[config.mk]
export PLATFORM = sky130hd
export DESIGN_NAME = result_saturate
export DESIGN_NICKNAME = d
export VERILOG_FILES = /design/src/hw/conv_pkg.sv /design/src/hw/result_saturate.sv
export VERILOG_INCLUDE_DIRS = /design/src /design/src/hw
export SDC_FILE = /design/constraint.sdc
export NUM_CORES = 1
export LEC_CHECK = 0
export BUFFER_PORTS_ARGS = -buffer_cell sky130_fd_sc_hd__buf_2
export CORE_MARGIN = 1
export CORE_UTILIZATION = 35
export DETAILED_ROUTE_END_ITERATION = 12
export GPL_ROUTABILITY_DRIVEN = 0
export GPL_TIMING_DRIVEN = 0
export PLACE_DENSITY = 0.71
export SETUP_SLACK_MARGIN = 0.5
export SYNTH_ARGS = -nofsm -noshare
export SYNTH_HDL_FRONTEND = slang
export SYNTH_SLANG_ARGS = --single-unit
[constraint.sdc]
create_clock -name clk -period 1.6 [get_ports clk]
set_clock_uncertainty 0.1 [all_clocks]
set_input_delay 0.32 -clock clk [delete_from_list [all_inputs] [get_ports clk]]
set_output_delay 0.32 -clock clk [all_outputs]
set_load 0.02 [all_outputs]
[src/hw/conv_cfg.svh]
`ifndef CONV_CFG_SVH
`define CONV_CFG_SVH

//////////////////////////////////////////////////
// 3x3 convolution MAC configuration
//////////////////////////////////////////////////

// Width of one coefficient, pixel or result
`define CONV_TAP_W 16

// Taps per 3x3 window
`define CONV_TAPS 9

// Q8.8 fraction bits
`define CONV_FRAC_BITS 8

// Sampled conv_en edge to out_we, counting the sampling edge.
// 2 multiplier stages, 4 adder levels, 1 output stage
`define CONV_LATENCY 7

`endif

[src/hw/conv_pkg.sv]
`default_nettype none

package conv_pkg;

    `include "conv_cfg.svh"

    //////////////////////////////////////////////////
    // Operands
    //////////////////////////////////////////////////

    // Signed Q8.8
    typedef logic signed [`CONV_TAP_W-1:0] tap_t;

    // Row-major, index 0 is the top-left tap
    typedef tap_t [`CONV_TAPS-1:0] tap_vec_t;

    //////////////////////////////////////////////////
    // Products and adder tree
    //////////////////////////////////////////////////

    // Full Q16.16 product
    typedef logic signed [2*`CONV_TAP_W-1:0] prod_t;
    typedef prod_t [`CONV_TAPS-1:0] prod_vec_t;

    // One bit of growth per level
    typedef logic signed [2*`CONV_TAP_W:0] sum_l1_t;
    typedef sum_l1_t [4:0] sum_l1_vec_t;

    typedef logic signed [2*`CONV_TAP_W+1:0] sum_l2_t;
    typedef sum_l2_t [2:0] sum_l2_vec_t;

    typedef logic signed [2*`CONV_TAP_W+2:0] sum_l3_t;
    typedef sum_l3_t [1:0] sum_l3_vec_t;

    // Final sum of nine products, wide enough for the worst case
    typedef logic signed [2*`CONV_TAP_W+3:0] sum_l4_t;

endpackage

`default_nettype wire

[src/hw/result_saturate.sv]
`timescale 1ns/1ps
`default_nettype none

`include "conv_cfg.svh"

module result_saturate
    import conv_pkg::*;
(
    input  logic    clk,
    input  logic    reset,
    input  logic    sum_valid,
    input  sum_l4_t sum,
    output tap_t    out_data,
    output logic    out_we
);

    localparam sum_l4_t TAP_MAX = sum_l4_t'(2 ** (`CONV_TAP_W - 1) - 1);
    localparam sum_l4_t TAP_MIN = -TAP_MAX - 1;

    sum_l4_t scaled;
    tap_t    clamped;

    // Q16.16 back to Q8.8 by an arithmetic shift, which floors negative sums
    assign scaled = sum >>> `CONV_FRAC_BITS;

    always_comb
    begin
        if (scaled > TAP_MAX)
            clamped = tap_t'(TAP_MAX);
        else if (scaled < TAP_MIN)
            clamped = tap_t'(TAP_MIN);
        else
            clamped = tap_t'(scaled);
    end

    always_ff @(posedge clk)
    begin
        if (sum_valid)
            out_data <= clamped;
    end

    // One write strobe per result
    always_ff @(posedge clk)
    begin
        if (reset)
            out_we <= 1'b0;
        else
            out_we <= sum_valid;
    end

    // Clamping never flips the sign of a result
    a_sign_kept: assert property (
        @(posedge clk) disable iff (reset)
        sum_valid |=> (out_data < 0) == ($past(sum) < 0)
    ) else $error("result_saturate: out_data sign differs from the sum");

endmodule

`default_nettype wire

==> impl_results.md <==
* Worst Slack Setup Final at 0.306 ns
* Min-Delay Path Depth at 2
* Initial antenna violation count at 0
* P_sw at 0.241 mW
* CTS clk-pin slew, worst paths at 0.09 ns
* Io pins at 56
* PD cells at 824 nW/um^2
* Final WL at 1380 um
* Post-DR wirelength/cell at 11.2 um
* Synthesized cell area at 717 um^2
* Relative slew slack at 76.6%
* CTS root buf: clkbuf_4
* CTS tree: done
* Max Cap Viol at 0
* Nets at 136
* 1st-pass router iterations at 4
* Unrepaired setup endpoints after global routing: true
* Inserted Clock Buffers at 3
* Clock buffer depth at 2
* H-tree depth at 1
* Peak supply drop at 0.411 mV
* Die X at 47.3 um
* Vias per inst at 4.69
* Seq/Total Area, Yosys at 69.8%
* Sequential Power Share at 55.0%
* Slowest-stage cell, CP: nor4_4
* # rows at 16
* Post-route setup TNS at 0 ns
* Pleak at 0.525 nW
* HP Class: input port to flip-flop
* CP Capture Type: flip-flop
* Clock share of power at 21.7%
* Endpoints failing setup at 0
* Detailed Place HPWL at 1020 um
* Comb power frac at 23.3%
* Largest net degree at the start of global routing at 18
* Final hold violation count at 0
* First-pass GRT wire length at 2090 um
* Max frequency at 0.773 GHz
* Critical Path RT at 1.54 ns
* Antenna Diode Count at 0
* Post-place setup slack at -0.0418 ns
* Hold_buf cts at 0
* Most Frequent Cell on Critical Path: buf_6
* Kind of critical path: input port to flip-flop
* Area after DPL at 1040 um^2
* Initial core utilization at 36.9%
* Yosys warns at 0
* Overall power at 0.987 mW
* Vias at 577
* First DRT Iteration DRCs at 8
* Maximum fanout along the worst path at 7
* Critical path, cell by cell: buf_6 > nor4_4 > a31oi_4 > buf_6 > a21o_1
* Grt total ovfl at 0
* CORE AREA at 1940 um^2
* Inst Count DP at 118
* Internal Power at 0.746 mW
* Status: completed
* Layout area overhead at 67.0%
* Syn Area/Cell at 16.3 um^2
* Distinct cell type count after synthesis at 11
* Final period util at 80.9%
* Startpoint Class: input port
* WP buf/inv at 2
* Post-Syn Nets at 83
* Crit. path cell count at 5
* Worst path max stage delay at 0.31 ns
* Gr usage total at 13.9%
* Die height at 47.3 um
* Post-route ant nets at 0
* Final design instance area without fill at 1200 um^2
* Vias in the first global route at 487
* DRC at 0
* Crit-path leading delay family: compound AO/OA/AOI/OAI gates
* Slew @ Worst Pin at 0.351 ns
* Net Sw Frac at 24.4%
* Final Slew Violations at 0
* Synth Instances at 44
* Worst hold slack at 0.0884 ns
* Fraction of layout cells with a size suffix above 1 at 66.7%
* CTS Sinks at 17
* Crit path DAT at 1.23 ns
* Die ar. at 2230 um^2
* #FFs+latches synth at 17
* Final core utilization at 61.7%
* IO buf count at 47
* Layout Cells excl Fill at 123
* Minimum clock period at 1.29 ns
what timing repair did:
action                                  CTS  global route
gates cloned                              1             0
gates resized for setup                  10            26
endpoints found under the hold margin     0             0
pin swaps                                 4             1
buffers inserted                          0             0
endpoints found under the setup margin   32            32
per-layer routing:
| metal | track usage (%) | up-vias | wire, um |
|---|---|---|---|
| met5 | 0 | - | 0 |
| met3 | 5.38 | 0 | 108 |
| met4 | 5.14 | 0 | 0 |
| met2 | 22.7 | 34 | 728 |
| li1 | - | 281 | - |
| met1 | 16.5 | 262 | 541 |
state kept, by name (all words and copies together) (netlist names):
name	cells
out_data	16
out_we	1
cell type report:
| type | instances | area (um^2) |
|---|---|---|
| fill | 172 | 744 |
| sequential | 17 | 502 |
| timing repair buffer | 48 | 359 |
| multi-input combinational | 24 | 250 |
| tap | 27 | 33.8 |
| clock buffer | 4 | 26.3 |
| buffer | 3 | 26.3 |
synth_stat cells:
cell,n,area share (%)
a21o_1,10,10
a21o_2,5,6.1
a31oi_1,1,0.87
buf_6,2,3.1
clkbuf_1,1,0.52
dfxtp_1,1,2.8
edfxtp_1,16,67
nand4_1,3,2.6
nor2b_1,1,0.87
nor4_1,3,2.6
o31ai_4,1,3.0
kinds of logic after synthesis:
group / Yosys count / share of synthesized area [%]
DFF: 17 / 69.8
AOI/OAI and AO/OA: 17 / 20.4
and+or+nand+nor: 7 / 6.11
buffers and inverters: 3 / 3.66
power groups by stage:
stage / Sequential, mW / Combinational [mW] / Clock (mW)
2_1_floorplan: 0.596 / 0.0436 / 0
3_3_place_gp: 0.544 / 0.184 / 0
3_5_place_dp: 0.546 / 0.187 / 0
4_1_cts: 0.536 / 0.200 / 0.222
5_1_grt: 0.547 / 0.249 / 0.243
6_report: 0.543 / 0.230 / 0.214
worst paths after layout:
path / startpoint / endpoint / slack (ns)
setup / recovery: sum[28] / out_data[11] / 0.31
hold / removal: reset / out_we / 0.09
cell usage in the layout, fill, tap and decap left out, drive strengths merged:
| cell type | Yosys | layout |
|---|---|---|
| dfxtp | 1 | 1 |
| a21o | 15 | 15 |
| nand4 | 3 | 3 |
| a31oi | 1 | 1 |
| nor2b | 1 | 1 |
| o31ai | 1 | 1 |
| clkbuf | 1 | 5 |
| buf | 2 | 50 |
| nor4 | 3 | 3 |
| edfxtp | 16 | 16 |
No activity file was read; power rests on OpenSTA's default activity.
