File: src/hw/conv_cfg.svh
`ifndef CONV_CFG_SVH
`define CONV_CFG_SVH

//////////////////////////////////////////////////
// 3x3 convolution MAC configuration
//////////////////////////////////////////////////

// Width of one coefficient, pixel or result
`define CONV_TAP_W 16

// Taps per 3x3 window
`define CONV_TAPS 9

// Q8.8 fraction bits
`define CONV_FRAC_BITS 8

// Sampled conv_en edge to out_we, counting the sampling edge.
// 2 multiplier stages, 4 adder levels, 1 output stage
`define CONV_LATENCY 7

`endif

File: src/hw/conv_pkg.sv
`default_nettype none

package conv_pkg;

    `include "conv_cfg.svh"

    //////////////////////////////////////////////////
    // Operands
    //////////////////////////////////////////////////

    // Signed Q8.8
    typedef logic signed [`CONV_TAP_W-1:0] tap_t;

    // Row-major, index 0 is the top-left tap
    typedef tap_t [`CONV_TAPS-1:0] tap_vec_t;

    //////////////////////////////////////////////////
    // Products and adder tree
    //////////////////////////////////////////////////

    // Full Q16.16 product
    typedef logic signed [2*`CONV_TAP_W-1:0] prod_t;
    typedef prod_t [`CONV_TAPS-1:0] prod_vec_t;

    // One bit of growth per level
    typedef logic signed [2*`CONV_TAP_W:0] sum_l1_t;
    typedef sum_l1_t [4:0] sum_l1_vec_t;

    typedef logic signed [2*`CONV_TAP_W+1:0] sum_l2_t;
    typedef sum_l2_t [2:0] sum_l2_vec_t;

    typedef logic signed [2*`CONV_TAP_W+2:0] sum_l3_t;
    typedef sum_l3_t [1:0] sum_l3_vec_t;

    // Final sum of nine products, wide enough for the worst case
    typedef logic signed [2*`CONV_TAP_W+3:0] sum_l4_t;

endpackage

`default_nettype wire

File: src/hw/tree_add_level.sv
`timescale 1ns/1ps
`default_nettype none

module tree_add_level
    import conv_pkg::*;
#(
    parameter type in_t  = prod_t,
    parameter type out_t = sum_l1_t,
    parameter int  N_IN  = 9
)
(
    input  logic                          clk,
    input  logic                          reset,
    input  logic                          in_valid,
    input  in_t  [N_IN-1:0]               in_sums,
    output out_t [(N_IN+1)/2-1:0]         out_sums,
    output logic                          out_valid
);

    localparam int N_OUT = (N_IN + 1) / 2;

    out_t [N_OUT-1:0] sum_next;
    longint           in_total;
    longint           out_total;

    //////////////////////////////////////////////////
    // Pairwise sums
    //////////////////////////////////////////////////

    always_comb
    begin
        for (int i = 0; i < N_IN / 2; i++)
            sum_next[i] = out_t'(in_sums[2*i]) + out_t'(in_sums[2*i+1]);

        // Unpaired last input goes up a level unchanged
        if (N_IN % 2 == 1)
            sum_next[N_OUT-1] = out_t'(in_sums[N_IN-1]);
    end

    //////////////////////////////////////////////////
    // Level register
    //////////////////////////////////////////////////

    always_ff @(posedge clk)
    begin
        if (in_valid)
            out_sums <= sum_next;
    end

    always_ff @(posedge clk)
    begin
        if (reset)
            out_valid <= 1'b0;
        else
            out_valid <= in_valid;
    end

    // Totals on both sides of the level
    always_comb
    begin
        in_total = 0;
        for (int i = 0; i < N_IN; i++)
            in_total = in_total + longint'(in_sums[i]);
        out_total = 0;
        for (int i = 0; i < N_OUT; i++)
            out_total = out_total + longint'(out_sums[i]);
    end

    // A level neither drops nor duplicates a partial sum
    a_total_kept: assert property (
        @(posedge clk) disable iff (reset)
        in_valid |=> out_total == $past(in_total)
    ) else $error("tree_add_level: level sum differs from the sum of its inputs");

endmodule

`default_nettype wire

File: config.mk
export PLATFORM = sky130hd
export DESIGN_NAME = tree_add_level
export DESIGN_NICKNAME = d
export VERILOG_FILES = /design/src/hw/conv_pkg.sv /design/src/hw/tree_add_level.sv
export VERILOG_INCLUDE_DIRS = /design/src /design/src/hw
export SDC_FILE = /design/constraint.sdc
export NUM_CORES = 1
export LEC_CHECK = 0
export BUFFER_PORTS_ARGS = -buffer_cell sky130_fd_sc_hd__buf_4
export CORE_AREA = 2 2 177 179
export CTS_CLUSTER_SIZE = 30
export DETAILED_ROUTE_END_ITERATION = 7
export DIE_AREA = 0 0 179 181
export PLACE_DENSITY_LB_ADDON = 0.08
export RECOVER_POWER = 100
export SLEW_MARGIN = 20
export SYNTH_ARGS = -nofsm -noshare
export SYNTH_HDL_FRONTEND = slang
export SYNTH_SLANG_ARGS = --single-unit
File: constraint.sdc
create_clock -name clk -period 3.9 [get_ports clk]
set_clock_uncertainty 0.1 [all_clocks]
set_input_delay 0.78 -clock clk [delete_from_list [all_inputs] [get_ports clk]]
set_output_delay 0.78 -clock clk [all_outputs]
set_load 0.1 [all_outputs]
==> out/qor.yml <==
syn-cell-area_sq_um: 11400
firstDrtPassIters: 4
yosysTopAreaCellShare_pct: 43.3
worst_slack_on_hold_paths_ns: 0.399
min_path_cells: 2
max_cap_viol_count: 1
cp-end-kind: "flop"
area_growth_syn_to_layout_pct: 33.6
grt_setup_unrepaired: "no"
first_iter_violations: 576
max_freq_mhz: 281
cellPowerDensity_nw_per_um2: 502
port-buffer-count: 456
outcome: "finished with violations"
grt_pass1_wl_microns: 51200
die-width_microns: 179
core_area_sq_um: 30300
diodes: 0
num_vias: 9958
worst_setup_path_start_kind: "input pin"
finalSetupViolations: 0
ys_ff_latch: 165
synth_nets: 1483
worst_pin_slew_ns: 2.30
seq_area_frac_synth_pct: 43.5
tritoncts_buffers: 17
postCtsSetupRepairBufs: 0
fin_setup_tns_ns: 0
clock_tree.htree_level_count: 4
final_hold_viol_count: 0
ys.flop_type: "edfxtp_1"
peak_supply_drop_uv: 240
critPathKind: "in2reg"
final.fill_count: 3001
antenna_found_initial: 3
layout-drive-gt1-share_pct: 21.3
required_ns: 3.98
grt_usage_pct: 20.3
grt_overflow_total: 0
dp_hpwl_microns: 27800
timing.final.crit_share_pct: 91.3
routed_wire_length_per_instance_microns: 17.5
first_global_vias: 9834
netlist-cell-type-count: 67
die-height_microns: 181
cts_tree: "yes"
gpl.final_weighted_congestion: 0.897
synthDominantAreaCellType: "edfxtp_1"
placement_rows: 64
floorplan.die_area_sq_um: 32400
clk_root_buffer_cell: "clkbuf_16"
min_path_type: "in2reg"
number_of_gates_resized_after_cts: 0
synth_area_per_cell_sq_um: 10.7
syn-instance-count: 1060
max_slew_margin_pct: -53.6
finalWorstPathRequiredPeriod_ns: 3.56
holdPathEnd: "out_valid"
ys.warnings.count: 0
hold_start: "reset"
layout.nets: 1948
leakage_nw: 6.39
violations: "max-capacitance violations, max-slew violations"
clk_path_buf_depth: 2
synth_enable_flop_cells: 164
synth.cells.most_frequent: "164 x edfxtp_1, 128 x ha_1, 118 x a21oi_1"
path_clk_slew_ns: 0.07
arrival_ns: 3.64
synth-async-reset-ratio_pct: 0
totalWireLength_microns: 33900
post_cts_hold_buffer_count: 0
largest_net_degree_at_the_start_of_global_routing: 82
boundaryPins: 457
drtAntennaViolNets: 0
num_clock_sinks: 165
synthMostInstantiatedCell: "edfxtp_1"
ys_top_cells_by_area: "edfxtp_1 43%, ha_1 14%, xnor2_1 5.7%"
initial_core_util_pct: 37.4
routed_via_density: 5.15
drt_drc_violations_left: 0
critical_path_peak_fanout: 3
final_max_slew_viol_count: 38
-- per-layer routing --
metal	routed length (microns)	share of wire (%)	GRT usage (%)	up-vias
met5	43	0.13	0	-
met4	450	1.3	4.42	6
met3	2790	8.2	6.73	34
met2	16600	49	35.2	292
met1	14000	41	24.1	4621
li1	-	-	-	5005
-- stage by stage --
step	total power, W	utilization [%]	area, sq um	worst slack (ns)	std cells
after floorplan	0.00520	-	11400	0.410	1060
after global placement	0.00612	50.4	15300	0.103	1902
after detailed placement	0.00613	50.4	15300	0.0868	1902
after CTS	0.00793	52.3	15900	0.546	1934
after global routing	0.00795	50.0	15200	0.217	1934
final	0.00763	50.0	15200	0.337	1934
-- area by class of cell --
type / count / area (sq um) / area share (%)
Multi-Input combinational cell: 843 / 6180 / 40.7
Sequential cell: 165 / 4940 / 32.6
Timing Repair Buffer: 468 / 2840 / 18.7
Tap cell: 396 / 495 / 3.26
Clock buffer: 18 / 429 / 2.83
Clock inverter: 14 / 174 / 1.15
Inverter: 30 / 113 / 0.742
-- flip-flops by register name (all words and copies together), names as in the netlist --
| name | cells |
|---|---|
| out_valid | 1 |
| out_sums | 164 |
-- worst max-delay path, cell delays in order --
cell and delay [ns]:
clkbuf_4 0.11, ha_1 0.23, fa_1 0.40, a211oi_1 0.33, o21ai_0 0.21, a221oi_2 0.37
nor3_1 0.10, or3b_1 0.44, a221o_2 0.40, a21oi_1 0.19, xnor2_1 0.08
-- kinds of logic after synthesis --
kind of cell	synth area share, %
flops	43.5
simple gates	10.1
fa+ha+maj	14.8
xor+xnor	9.02
buf+inv	1.93
mux	0.0881
compound gates	20.6
-- worst max-delay path by stage --
stage	start	to	slack (ns)	cells past startpoint
after floorplan	in_sums[0]	out_sums[28]	0.41	10
after global placement	in_sums[0]	out_sums[28]	0.10	11
after detailed placement	in_sums[0]	out_sums[28]	0.09	11
after CTS	in_sums[0]	out_sums[28]	0.55	11
after global routing	in_sums[0]	out_sums[28]	0.22	11
final	in_sums[0]	out_sums[28]	0.34	11
-- layout by cell type (no fill, tap or decap), types with 25 or more instances in the layout --
| cell | count |
|---|---|
| a21o_1 | 49 |
| a21oi_1 | 119 |
| buf_4 | 242 |
| clkbuf_1 | 182 |
| clkbuf_4 | 43 |
| edfxtp_1 | 164 |
| ha_1 | 128 |
| inv_1 | 30 |
| nand2_1 | 66 |
| nand3_1 | 25 |
| nor2_1 | 50 |
| o21ai_0 | 58 |
| xnor2_1 | 74 |
| xor2_1 | 43 |
-- report_power, final --
group	switching [W]	internal (W)
Combinational	0.00272	0.000774
Sequential	0.0000676	0.00230
Clock	0.000757	0.00102
Total	0.00354	0.00409
No activity file was read; power rests on OpenSTA's default activity.
